<file path="config.mk">
export PLATFORM = sky130hd
export DESIGN_NAME = header_parser
export DESIGN_NICKNAME = d
export VERILOG_FILES = /design/src/common/hdr_parser_pkg.sv /design/src/rtl/header_parser.sv /design/src/rtl/parse_counters.sv /design/src/ip_tp_parser/ip_tp_parser.sv /design/src/l2_parser/l2_parser.sv /design/src/rtl/fifo_word_reader.sv
export SDC_FILE = /design/constraint.sdc
export NUM_CORES = 1
export LEC_CHECK = 0
export BUFFER_PORTS_ARGS = -buffer_cell sky130_fd_sc_hd__buf_2
export CORE_MARGIN = 1.5
export CORE_UTILIZATION = 49
export DETAILED_ROUTE_END_ITERATION = 6
export GPL_TIMING_DRIVEN = 0
export PLACE_DENSITY = 0.74
export SYNTH_ARGS = -nofsm -noshare
export SYNTH_HDL_FRONTEND = slang
export SYNTH_SLANG_ARGS = --single-unit
</file>
<file path="constraint.sdc">
create_clock -name asclk -period 6.7 [get_ports asclk]
set_input_delay 0.67 -clock asclk [delete_from_list [all_inputs] [get_ports asclk]]
set_output_delay 0.67 -clock asclk [all_outputs]
set_load 0.02 [all_outputs]
</file>
<file path="src/common/hdr_parser_pkg.sv">
//~~~~~~~~~~~~~~~~~~~~~~~~~~~~~~~~~~~~~~~
// Header parser shared definitions
// Stream geometry, ethertypes, protocol and state enums,
// packed word and field structs
//~~~~~~~~~~~~~~~~~~~~~~~~~~~~~~~~~~~~~~~

package hdr_parser_pkg;

   // Stream geometry
   localparam int DATA_W = 64;
   localparam int STRB_W = DATA_W / 8;
   localparam int LEN_W  = 16;
   localparam int SPT_W  = 8;

   // Ethertypes in network byte order
   localparam logic [15:0] ETH_TYPE_IP   = 16'h0800;
   localparam logic [15:0] ETH_TYPE_VLAN = 16'h8100;
   localparam logic [15:0] ETH_TYPE_QINQ = 16'h88A8;

   // Tag reported for an untagged frame
   localparam logic [15:0] NO_VLAN = 16'hFFFF;

   localparam logic [3:0] IHL_INVALID = 4'd4;

   typedef enum logic [7:0] {
      PROTO_ICMP = 8'd1,
      PROTO_TCP  = 8'd6,
      PROTO_UDP  = 8'd17,
      PROTO_SCTP = 8'd132
   } ip_proto_e;

   typedef enum logic [1:0] {
      rd_first,
      rd_rest,
      rd_gap
   } rd_state_e;

   typedef enum logic [2:0] {
      l2_wait_first,
      l2_parse_second,
      l2_skip_vlan,
      l2_shift16,
      l2_shift48
   } l2_state_e;

   typedef enum logic [2:0] {
      ip_wait_start,
      ip_parse_second,
      ip_parse_third,
      ip_skip_options,
      ip_wait_compose
   } ip_state_e;

   // Raw FIFO head, little endian
   typedef struct packed {
      logic [DATA_W-1:0] data;
      logic [STRB_W-1:0] strb;
      logic              valid;
      logic              last;
   } tx_word_t;

   typedef struct packed {
      logic [LEN_W-1:0] len;
      logic [SPT_W-1:0] port;
   } pkt_meta_t;

   // Network order word, vlan flags mark a tag type at the ethertype slots
   typedef struct packed {
      logic [DATA_W-1:0] data;
      logic [STRB_W-1:0] strb;
      logic              valid;
      logic              last;
      logic              vlan_hi;
      logic              vlan_lo;
   } be_word_t;

   typedef struct packed {
      logic [DATA_W-1:0] data;
      logic              valid;
   } aligned_word_t;

   typedef struct packed {
      logic [LEN_W-1:0] pkt_len;
      logic [SPT_W-1:0] src_port;
      logic [47:0]      dl_dst;
      logic [47:0]      dl_src;
      logic [15:0]      dl_ethtype;
      logic [15:0]      dl_vlantag;
   } l2_fields_t;

   typedef struct packed {
      logic [5:0]  ip_tos;
      ip_proto_e   ip_proto;
      logic [31:0] ip_src;
      logic [31:0] ip_dst;
      logic [15:0] tp_src;
      logic [15:0] tp_dst;
   } ip_fields_t;

endpackage
</file>
<file path="src/rtl/header_parser.sv">
//~~~~~~~~~~~~~~~~~~~~~~~~~~~~~~~~~~~~~~~
// Header parser top level
// Reader, layer 2 parser, IP parser, counters
//~~~~~~~~~~~~~~~~~~~~~~~~~~~~~~~~~~~~~~~

module header_parser import hdr_parser_pkg::*; (
   input  logic        asclk,
   input  logic        aresetn,
   input  tx_word_t    tx_word,
   input  pkt_meta_t   tx_meta,
   input  logic        fifo_empty,
   output logic        fifo_rd_en,
   output logic        tx_user_rd_en,
   output logic        dl_start,
   output logic        dl_done,
   output l2_fields_t  l2_fields,
   output logic        ip_tp_done,
   output ip_fields_t  ip_fields,
   input  logic        compose_done,
   output logic [31:0] dl_parse_cnt,
   output logic [31:0] ip_tp_parse_cnt
);

   be_word_t      be_word;
   pkt_meta_t     meta;
   logic          ip_start;
   aligned_word_t aligned;

   fifo_word_reader i_reader (
      .asclk         (asclk),
      .aresetn       (aresetn),
      .tx_word       (tx_word),
      .tx_meta       (tx_meta),
      .fifo_empty    (fifo_empty),
      .fifo_rd_en    (fifo_rd_en),
      .tx_user_rd_en (tx_user_rd_en),
      .be_word       (be_word),
      .meta          (meta)
   );

   l2_parser i_l2 (
      .asclk     (asclk),
      .aresetn   (aresetn),
      .be_word   (be_word),
      .meta      (meta),
      .dl_start  (dl_start),
      .dl_done   (dl_done),
      .ip_start  (ip_start),
      .l2_fields (l2_fields),
      .aligned   (aligned)
   );

   ip_tp_parser i_ip (
      .asclk        (asclk),
      .aresetn      (aresetn),
      .ip_start     (ip_start),
      .aligned      (aligned),
      .compose_done (compose_done),
      .ip_tp_done   (ip_tp_done),
      .ip_fields    (ip_fields)
   );

   parse_counters i_cnt (
      .asclk           (asclk),
      .aresetn         (aresetn),
      .dl_done         (dl_done),
      .ip_tp_done      (ip_tp_done),
      .dl_parse_cnt    (dl_parse_cnt),
      .ip_tp_parse_cnt (ip_tp_parse_cnt)
   );

endmodule

</file>
<file path="src/rtl/parse_counters.sv">
//~~~~~~~~~~~~~~~~~~~~~~~~~~~~~~~~~~~~~~~
// Rolling counters of parsed
// non-IP and IP packets
//~~~~~~~~~~~~~~~~~~~~~~~~~~~~~~~~~~~~~~~

module parse_counters (
   input  logic        asclk,
   input  logic        aresetn,
   input  logic        dl_done,
   input  logic        ip_tp_done,
   output logic [31:0] dl_parse_cnt,
   output logic [31:0] ip_tp_parse_cnt
);

   // Both wrap to zero past the maximum
   always_ff @(posedge asclk) begin
      if (!aresetn) begin
         dl_parse_cnt    <= '0;
         ip_tp_parse_cnt <= '0;
      end else begin
         if (dl_done) begin
            dl_parse_cnt <= dl_parse_cnt + 32'd1;
         end
         if (ip_tp_done) begin
            ip_tp_parse_cnt <= ip_tp_parse_cnt + 32'd1;
         end
      end
   end

endmodule

</file>
<file path="src/ip_tp_parser/ip_tp_parser.sv">
//~~~~~~~~~~~~~~~~~~~~~~~~~~~~~~~~~~~~~~~
// IPv4 and transport header parser
// Options skipped by IHL, ports by protocol
//~~~~~~~~~~~~~~~~~~~~~~~~~~~~~~~~~~~~~~~

module ip_tp_parser import hdr_parser_pkg::*; (
   input  logic          asclk,
   input  logic          aresetn,
   input  logic          ip_start,
   input  aligned_word_t aligned,
   input  logic          compose_done,
   output logic          ip_tp_done,
   output ip_fields_t    ip_fields
);

   ip_state_e  state;
   ip_state_e  state_nxt;
   ip_fields_t fields_nxt;
   // Header 32-bit words not yet consumed
   logic [3:0] hlen;
   logic [3:0] hlen_nxt;
   logic       frag;
   logic       frag_nxt;
   logic       ihl_bad;
   logic       ihl_bad_nxt;
   logic       done_nxt;

   // Source and destination port from one 32-bit half
   function automatic logic [31:0] tp_ports(input ip_proto_e proto, input logic [31:0] half);
      logic [31:0] ports;
      case (proto)
         PROTO_ICMP:                       ports = {8'h00, half[31:24], 8'h00, half[23:16]};
         PROTO_TCP, PROTO_UDP, PROTO_SCTP: ports = half;
         default:                          ports = '0;
      endcase
      return ports;
   endfunction

   always_comb begin
      state_nxt   = state;
      fields_nxt  = ip_fields;
      hlen_nxt    = hlen;
      frag_nxt    = frag;
      ihl_bad_nxt = ihl_bad;
      done_nxt    = 1'b0;
      case (state)
         ip_wait_start: begin
            if (ip_start) begin
               // First word holds two header words
               hlen_nxt          = aligned.data[59:56] - 4'd2;
               ihl_bad_nxt       = (aligned.data[59:56] <= IHL_INVALID);
               fields_nxt.ip_tos = aligned.data[55:50];
               // MF flag or non-zero offset
               frag_nxt          = aligned.data[13] || (|aligned.data[12:0]);
               state_nxt         = ip_parse_second;
            end
         end
         ip_parse_second: begin
            if (aligned.valid) begin
               hlen_nxt            = hlen - 4'd2;
               fields_nxt.ip_proto = ip_proto_e'(aligned.data[55:48]);
               fields_nxt.ip_src   = aligned.data[31:0];
               state_nxt           = ip_parse_third;
            end
         end
         ip_parse_third: begin
            if (aligned.valid) begin
               fields_nxt.ip_dst = aligned.data[63:32];
               if (frag || ihl_bad) begin
                  fields_nxt.tp_src = '0;
                  fields_nxt.tp_dst = '0;
                  if (ihl_bad) begin
                     fields_nxt.ip_tos   = '0;
                     fields_nxt.ip_proto = ip_proto_e'(8'h00);
                     fields_nxt.ip_src   = '0;
                     fields_nxt.ip_dst   = '0;
                  end
                  done_nxt  = 1'b1;
                  state_nxt = ip_wait_compose;
               end else if (hlen == 4'd1) begin
                  {fields_nxt.tp_src, fields_nxt.tp_dst} =
                     tp_ports(ip_fields.ip_proto, aligned.data[31:0]);
                  done_nxt  = 1'b1;
                  state_nxt = ip_wait_compose;
               end else begin
                  hlen_nxt  = hlen - 4'd2;
                  state_nxt = ip_skip_options;
               end
            end
         end
         ip_skip_options: begin
            if (aligned.valid) begin
               if (hlen == 4'd0) begin
                  {fields_nxt.tp_src, fields_nxt.tp_dst} =
                     tp_ports(ip_fields.ip_proto, aligned.data[63:32]);
                  done_nxt  = 1'b1;
                  state_nxt = ip_wait_compose;
               end else if (hlen == 4'd1) begin
                  {fields_nxt.tp_src, fields_nxt.tp_dst} =
                     tp_ports(ip_fields.ip_proto, aligned.data[31:0]);
                  done_nxt  = 1'b1;
                  state_nxt = ip_wait_compose;
               end else begin
                  hlen_nxt = hlen - 4'd2;
               end
            end
         end
         ip_wait_compose: begin
            // Starts arriving here are lost
            if (compose_done) begin
               state_nxt = ip_wait_start;
            end
         end
         default: state_nxt = ip_wait_start;
      endcase
   end

   always_ff @(posedge asclk) begin
      if (!aresetn) begin
         state      <= ip_wait_start;
         ip_tp_done <= 1'b0;
      end else begin
         state      <= state_nxt;
         ip_tp_done <= done_nxt;
      end
   end

   always_ff @(posedge asclk) begin
      ip_fields <= fields_nxt;
      hlen      <= hlen_nxt;
      frag      <= frag_nxt;
      ihl_bad   <= ihl_bad_nxt;
   end

endmodule

</file>
<file path="src/l2_parser/l2_parser.sv">
//~~~~~~~~~~~~~~~~~~~~~~~~~~~~~~~~~~~~~~~
// Layer 2 parser
// Addresses, ethertype and outer VLAN tag, payload
// realignment by 16 or 48 bits, ethertype dispatch
//~~~~~~~~~~~~~~~~~~~~~~~~~~~~~~~~~~~~~~~

module l2_parser import hdr_parser_pkg::*; (
   input  logic          asclk,
   input  logic          aresetn,
   input  be_word_t      be_word,
   input  pkt_meta_t     meta,
   output logic          dl_start,
   output logic          dl_done,
   output logic          ip_start,
   output l2_fields_t    l2_fields,
   output aligned_word_t aligned
);

   l2_state_e         state;
   l2_state_e         state_nxt;
   l2_fields_t        fields_nxt;
   logic [47:0]       carry;
   logic [47:0]       carry_nxt;
   logic [DATA_W-1:0] out_data;
   logic [DATA_W-1:0] out_data_nxt;
   logic              out_valid;
   logic              out_valid_nxt;
   // First realigned word of the packet still to come
   logic              dispatch;
   logic              dispatch_nxt;
   logic              dl_start_nxt;
   logic              dl_done_nxt;
   logic              ip_start_nxt;
   logic              is_ip;

   assign is_ip = (l2_fields.dl_ethtype == ETH_TYPE_IP);

   always_comb begin
      state_nxt     = state;
      fields_nxt    = l2_fields;
      carry_nxt     = carry;
      out_data_nxt  = out_data;
      out_valid_nxt = 1'b0;
      dispatch_nxt  = dispatch;
      dl_start_nxt  = 1'b0;
      dl_done_nxt   = 1'b0;
      ip_start_nxt  = 1'b0;
      if (be_word.valid) begin
         case (state)
            l2_wait_first: begin
               fields_nxt.pkt_len       = meta.len;
               fields_nxt.src_port      = meta.port;
               fields_nxt.dl_dst        = be_word.data[63:16];
               fields_nxt.dl_src[47:32] = be_word.data[15:0];
               dl_start_nxt             = 1'b1;
               state_nxt                = l2_parse_second;
            end
            l2_parse_second: begin
               fields_nxt.dl_src[31:0] = be_word.data[63:32];
               fields_nxt.dl_ethtype   = be_word.data[31:16];
               if (be_word.vlan_lo) begin
                  // Only the outer tag is kept
                  fields_nxt.dl_vlantag = be_word.data[15:0];
                  state_nxt             = l2_skip_vlan;
               end else begin
                  fields_nxt.dl_vlantag = NO_VLAN;
                  carry_nxt[15:0]       = be_word.data[15:0];
                  dispatch_nxt          = 1'b1;
                  state_nxt             = l2_shift16;
               end
            end
            l2_skip_vlan: begin
               // Stays here while both halves carry tag types
               if (!be_word.vlan_hi) begin
                  fields_nxt.dl_ethtype = be_word.data[63:48];
                  carry_nxt             = be_word.data[47:0];
                  dispatch_nxt          = 1'b1;
                  state_nxt             = l2_shift48;
               end else if (!be_word.vlan_lo) begin
                  fields_nxt.dl_ethtype = be_word.data[31:16];
                  carry_nxt[15:0]       = be_word.data[15:0];
                  dispatch_nxt          = 1'b1;
                  state_nxt             = l2_shift16;
               end
            end
            l2_shift16: begin
               out_data_nxt    = {carry[15:0], be_word.data[63:16]};
               carry_nxt[15:0] = be_word.data[15:0];
               out_valid_nxt   = 1'b1;
            end
            l2_shift48: begin
               out_data_nxt  = {carry, be_word.data[63:48]};
               carry_nxt     = be_word.data[47:0];
               out_valid_nxt = 1'b1;
            end
            default: state_nxt = l2_wait_first;
         endcase

         if (out_valid_nxt && dispatch) begin
            dispatch_nxt = 1'b0;
            if (is_ip) begin
               ip_start_nxt = 1'b1;
            end else begin
               dl_done_nxt = 1'b1;
            end
         end

         // Leftover carry bytes after the last word are dropped
         if (be_word.last) begin
            state_nxt = l2_wait_first;
         end
      end
   end

   always_ff @(posedge asclk) begin
      if (!aresetn) begin
         state     <= l2_wait_first;
         dispatch  <= 1'b0;
         out_valid <= 1'b0;
         dl_start  <= 1'b0;
         dl_done   <= 1'b0;
         ip_start  <= 1'b0;
      end else begin
         state     <= state_nxt;
         dispatch  <= dispatch_nxt;
         out_valid <= out_valid_nxt;
         dl_start  <= dl_start_nxt;
         dl_done   <= dl_done_nxt;
         ip_start  <= ip_start_nxt;
      end
   end

   always_ff @(posedge asclk) begin
      l2_fields <= fields_nxt;
      carry     <= carry_nxt;
      out_data  <= out_data_nxt;
   end

   assign aligned = '{data: out_data, valid: out_valid};

endmodule

</file>
<file path="src/rtl/fifo_word_reader.sv">
//~~~~~~~~~~~~~~~~~~~~~~~~~~~~~~~~~~~~~~~
// FIFO read control with packet gap,
// byte swap to network order and VLAN type flags
//~~~~~~~~~~~~~~~~~~~~~~~~~~~~~~~~~~~~~~~

module fifo_word_reader import hdr_parser_pkg::*; (
   input  logic      asclk,
   input  logic      aresetn,
   input  tx_word_t  tx_word,
   input  pkt_meta_t tx_meta,
   input  logic      fifo_empty,
   output logic      fifo_rd_en,
   output logic      tx_user_rd_en,
   output be_word_t  be_word,
   output pkt_meta_t meta
);

   rd_state_e         state;
   rd_state_e         state_nxt;
   logic [DATA_W-1:0] swap_data;
   logic [STRB_W-1:0] swap_strb;
   logic [DATA_W-1:0] data_q;
   logic [STRB_W-1:0] strb_q;
   logic              valid_q;
   logic              last_q;
   logic              vlan_hi_q;
   logic              vlan_lo_q;

   // Pop while a word waits, never in the gap cycle
   always_comb begin
      fifo_rd_en    = 1'b0;
      tx_user_rd_en = 1'b0;
      state_nxt     = state;
      case (state)
         rd_first: begin
            if (!fifo_empty) begin
               fifo_rd_en    = 1'b1;
               tx_user_rd_en = 1'b1;
               state_nxt     = tx_word.last ? rd_gap : rd_rest;
            end
         end
         rd_rest: begin
            if (!fifo_empty) begin
               fifo_rd_en = 1'b1;
               if (tx_word.last) begin
                  state_nxt = rd_gap;
               end
            end
         end
         default: state_nxt = rd_first;
      endcase
   end

   // Byte 0 of the stream ends up in the top lane
   always_comb begin
      for (int i = 0; i < STRB_W; i++) begin
         swap_data[8*i +: 8] = tx_word.data[8*(STRB_W-1-i) +: 8];
         swap_strb[i]        = tx_word.strb[STRB_W-1-i];
      end
   end

   always_ff @(posedge asclk) begin
      if (!aresetn) begin
         state   <= rd_first;
         valid_q <= 1'b0;
         last_q  <= 1'b0;
      end else begin
         state   <= state_nxt;
         valid_q <= fifo_rd_en & tx_word.valid;
         last_q  <= fifo_rd_en & tx_word.last;
      end
   end

   always_ff @(posedge asclk) begin
      data_q    <= swap_data;
      strb_q    <= swap_strb;
      vlan_hi_q <= (swap_data[63:48] == ETH_TYPE_VLAN) || (swap_data[63:48] == ETH_TYPE_QINQ);
      vlan_lo_q <= (swap_data[31:16] == ETH_TYPE_VLAN) || (swap_data[31:16] == ETH_TYPE_QINQ);
      // Side-band entry belongs to the first word
      if (tx_user_rd_en) begin
         meta <= tx_meta;
      end
   end

   assign be_word = '{data:    data_q,
                      strb:    strb_q,
                      valid:   valid_q,
                      last:    last_q,
                      vlan_hi: vlan_hi_q,
                      vlan_lo: vlan_lo_q};

endmodule

</file>
-- Yosys cells after proc, flatten, opt, wreduce, memory -nomap -nowiden
Cells that the tools add are included.
- bits in writable memories: 0
- output and inout bits: 331
- memories: 0
- input port bits: 102
- word-level logic and storage cells: 189
- bits in latches: 0
- bits in read-only memories: 0
- bits in registers: 550
- reductions and logical operators: 40
- divide/modulo/power cells: 0
- eq/ne operators: 36
- shift-type cells: 0
- multipliers: 0
- bitwise operators: 2
- muxes and demuxes: 69
- $lt $le $gt $ge: 1
- $add $sub $neg: 4
- operator list (cell ; number):
    case mux 32 bit (2 select lines) ; 4
    2-to-1 mux 32 bit ; 5
    2-to-1 mux 78 bit ; 2
    case mux 64 bit (2 select lines) ; 1
    2-to-1 mux 110 bit ; 1
    case mux 40 bit (2 select lines) ; 1
    adder 32 x 1 -> 32 bit, second input constant ; 2
    == test 16 bit, second input constant ; 4
    2-to-1 mux 16 bit ; 4
    case mux 16 bit (3 select lines) ; 1
    2-to-1 mux 40 bit ; 1
    2-to-1 mux 3 bit ; 12
    case mux 16 bit (2 select lines) ; 1
    2-to-1 mux 4 bit ; 7
    inequality test 2 bit, second input constant ; 11
    AND reduction 3 bit ; 6
    2-to-1 mux 1 bit ; 17
    == test 16 x 12 -> 1 bit, second input constant ; 1
    case mux 4 bit (4 select lines) ; 1
    AND reduction 2 bit ; 8
    case mux 3 bit (5 select lines) ; 1
    OR reduction 13 bit ; 1
    == test 3 x 2 -> 1 bit, second input constant ; 4
    case mux 3 bit (4 select lines) ; 1
    other kinds (33) ; 55

-- Logic depth before layout (Yosys ltp)
- depth after elaboration: 7
- depth in mapped cells: 8
- gate-level depth less buffers: 6

-- Cells and area by module
Synthesis repeated with hierarchy kept, for this count alone.
- cells, all modules: 1314
- area total of the unflattened synthesis: 20459.6 µm²
- modules (own cells, without submodules) (module ; cells each ; seq. area each (µm²) ; instances ; area an instance (µm²)):
    l2_parser ; 452 ; 8087.8 ; 1 ; 9739.3
    ip_tp_parser ; 381 ; 3563.4 ; 1 ; 5218.8
    parse_counters ; 349 ; 1281.2 ; 1 ; 3007.9
    fifo_word_reader ; 132 ; 2282.2 ; 1 ; 2493.6

-- Worst setup path before layout
OpenSTA, ideal clock, no wires.
- path type: reg-to-reg
- from: register i_l2.state[2]
- to: register i_l2.l2_fields[100] (netlist name)
- buffers on the path: 0
- cell stages (with the launch flop): 3
- data arrival time: 6.507 ns
- path slack: -0.450 ns
- setup time: 0.643 ns
- cell sequence: dfxtp_1 nand2b_1 nor3_1
- longest elaborated chain between the ends: 2
- ends and longest elaborated chain (what ; RTL line ; source):
    from (decl) ; l2_parser.sv:19 ; l2_state_e state;
    from (signal assigned) ; l2_parser.sv:117 ; state <= l2_wait_first;
    from (signal assigned) ; l2_parser.sv:124 ; state <= state_nxt;
    logical NOT 3 bit ; l2_parser.sv:49 ; case (state)
    AND reduction 2 bit (no source line) ; -- ;
No other way between the ends.
A chain may end at the register's enable or synchronous reset.

-- Worst setup path in the final report
- from: register i_ip.state[2]
- to: register i_ip.ip_fields[35] (netlist name)
- longest elaborated chain between the ends: 2
- ends and longest elaborated chain (what ; RTL line ; source):
    from (decl) ; ip_tp_parser.sv:16 ; ip_state_e state;
    from (signal assigned) ; ip_tp_parser.sv:120 ; state <= ip_wait_start;
    from (signal assigned) ; ip_tp_parser.sv:123 ; state <= state_nxt;
    == test 3 x 2 -> 1 bit ; ip_tp_parser.sv:46 ; case (state)
    AND reduction 2 bit (no source line) ; -- ;
No other way between the ends.

==> metrics.md <==
| Metric | Value |
|---|---|
| Yosys top cell by area | edfxtp_1 |
| Nets | 2023 |
| R2R Setup Slk | roughly 3.5 ns |
| Worst skew pair latency | approximately 0.6 ns |
| Seq pwr share | 0.538 |
| Final period utilization | 0.472 |
| Top cell type's share of synthesized area | 0.602 |
| Final Max Tran Viols | 0 |
| First-pass GRT wire length | approximately 78000 um |
| Clock-pin slew on the worst setup and hold paths | approximately 0.06 ns |
| Die area | 0.0424 mm^2 |
| Seq/Total Area, Yosys | 0.747 |
| Clock power frac | 0.440 |
| Setup tns final | 0 ns |
| Crit end category | register |
| Synth Cell Area | 0.0202 mm^2 |
| Placer Congestion | 0.916 |
| Outcome | finished, final reports clean |
| Post-synth EDFFs | ~400 |
| Area grow syn2layout | 24.2% |
| WL/cell | about 22 um |
| PostCTS Resize Cnt | 0 |
| Pwr dens | 277 mW/mm^2 |
| Syn Inst Count | roughly 1400 |
| Clock tree buffer depth | 3 |
| Synth area leaders | edfxtp_1 (60%), dfxtp_1 (14%), nand2_1 (4.4%) |
| Comb power frac | 0.022 |
| Hold crit path type | input pin to register |
| Top cells by instance count after synthesis | edfxtp_1 (404), nand2_1 (235), dfxtp_1 (146) |
| Synth unique cells | 69 |
| Crit path DAT | between 3 and 4 ns |
| Syn Area/Cell | approximately 14 um^2 |
| Router iterations before antenna repair | 6 |
| Endpoints failing setup | 0 |
| CTS Hold Bufs | 0 |
| Relative slew slack | 0.195 |
| Gr ovfl total | 0 |
| Max-cap violations | 0 |
| All-layer global routing usage | 0.249 |
| CTS tree | built |
| Least-Margin Pin Slew | 1.20 ns |
| Net Sw Frac | 0.203 |
| YS warnings | 0 |
| Mapped Nets | 1533 |
| Vert. Die Dim | roughly 200 um |
| Dpl cells | 2396 |
| Drt total wl | 53800 um |
| Via count | ~13000 |
| #FFs+latches synth | 550 |
| Int Pwr | 0.00552 W |
| Starting Density | 0.495 |
| H-tree Lvls | 2 |
| Most frequent cell after synthesis | edfxtp_1 |
| Remaining DRCs | 0 |
| Req. time, crit path | slightly below 7 ns |
| Hold Slack | 0.175 ns |
| Clk sinks | between 500 and 600 |
| Fmax | about 320 MHz |
| Root buf cell | clkbuf_16 |
| Largest net degree at the start of global routing | 33 |
| Number of global-route vias before repair | 12800 |
| Initial antenna violation count | 1 |
| # rows | between 70 and 80 |
| Critical path class | register to register |
| Overall power | slightly below 0.007 W |
| CTS buffer count | 52 |
| Vias per inst | around 5.4 |
| Share of cells above drive strength 1 | 0.306 |
| Worst ir drop on vdd | ~0.00023 V |
| DIE WIDTH | between 200 and 250 um |
| Asr flop ratio synth | 0 |
| Post-synth top flop | edfxtp_1 |
| Net Sw Power | 0.00141 W |
| CP max FO | 32 |
| Worst Skew | between 0.015 and 0.02 ns |
| P_leak | 9.78 nW |
| Setup bufs post-CTS | 0 |
| Core outline area | approximately 0.04 mm^2 |
| Ports | 433 |
| Post-Layout Cell Count | about 2500 |
| Initial drt markers | around 1100 |
| RSZ-0062 raised after global routing | false |
| Final hold vios | 0 |
| Hpwl dp | between 40000 and 50000 um |
| Min Tclk post-route | about 3.2 ns |
| IO Port Bufs | between 400 and 500 |
| Setup crit start kind | register |
| Antenna Nets Post-Route | 0 |
-- metrics by stage --
step                setup WS, ns   util  instance area, um^2
floorplan                  0.559      -                20200
global placement           -1.74  0.563                23000
detailed placement          3.12  0.571                23300
CTS                         3.08  0.614                25000
global route                3.46  0.614                25000
finish                      3.54  0.614                25000
-- state kept, by name (all words and copies together), names as in the netlist, 2 cells and up --
signal	flops
i_cnt.dl_parse_cnt	32
i_cnt.ip_tp_parse_cnt	32
i_ip.hlen	4
i_ip.ip_fields	110
i_ip.state	3
i_l2.carry	48
i_l2.l2_fields	152
i_l2.out_data	64
i_l2.state	3
i_reader.data_q	64
i_reader.meta	24
i_reader.state	2
-- layout make-up --
type | count | area, um^2
multi-input cells | 801 | 4820
well taps | 532 | 666
plain buffers | 59 | 273
diodes | 1 | 2.50
fillers | 3120 | 15700
repair buffers | 436 | 2380
flip-flops and latches | 550 | 15100
clock inverters | 31 | 389
inverters | 18 | 67.6
clock buffers | 66 | 1380
-- power groups by stage --
stage / logic (W) / registers, W / clock network [W]
2_1_floorplan: 0.0000475 / 0.00381 / 0
3_3_place_gp: 0.000138 / 0.00381 / 0
3_5_place_dp: 0.000152 / 0.00381 / 0
4_1_cts: 0.000153 / 0.00373 / 0.00309
5_1_grt: 0.000164 / 0.00374 / 0.00321
6_report: 0.000152 / 0.00373 / 0.00305
-- layer usage --
layer / vias up / wire length, um / GRT usage
met5: - / 0 / 0
met2: 647 / 25200 / 0.393
met4: 0 / 2150 / 0.105
met1: 6548 / 21700 / 0.337
li1: 6160 / - / -
met3: 110 / 4730 / 0.0522
-- worst max-delay path: stages (launching register included) --
cell and delay (ns):
dfxtp_1 0.32, clkbuf_1 0.26, nor3b_1 1.03, clkbuf_1 0.46, and2_2 0.72
-- final timing paths --
| kind | from | endpoint | depth (start not counted) |
|---|---|---|---|
| hold / removal | tx_word[27] | i_reader.data_q[41] | 1 |
| hold reg to reg | i_reader.meta[11] | i_l2.l2_fields[139] | 0 |
| setup reg to reg | i_ip.state[2] | i_ip.ip_fields[35] | 4 |
| setup / recovery | i_ip.state[2] | i_ip.ip_fields[35] | 4 |
-- cells by family (layout without fill, tap and decap cells) --
kind of cell,count (synthesis),in the layout,share of synthesized area
and+or+nand+nor,569,569,0.143
other,0,1,0
DFF,550,550,0.747
AOI/OAI and AO/OA,143,143,0.0498
adders and majority gates,3,3,0.00186
buffers and inverters,77,610,0.0169
xor gates and xnor gates,47,47,0.0204
muxes,39,39,0.0214
-- cell usage in the layout, fill, tap and decap left out, types with 4 or more instances in the layout --
cell / count
buf_2: 441
edfxtp_1: 404
nand2_1: 235
dfxtp_1: 146
nor2b_1: 81
nor2_1: 69
clkbuf_16: 53
clkbuf_1: 48
mux2_2: 33
xnor2_1: 32
o21ai_0: 28
a22oi_1: 25
and3_1: 22
nand2b_1: 21
nand3_1: 20
a21oi_1: 20
nor4_1: 19
inv_1: 18
nor3_1: 18
nand4_1: 18
a22o_1: 17
or3_1: 15
xor2_1: 15
o21ai_1: 8
a211o_1: 8
a221o_1: 8
bufinv_16: 8
and2_1: 7
clkinv_2: 7
buf_16: 7
buf_6: 6
mux2i_1: 6
and4_1: 6
nor3_2: 5
clkinvlp_4: 5
a21boi_0: 4
nand3b_1: 4
inv_6: 4
clkinv_1: 4
No activity file was read; power rests on OpenSTA's default activity.
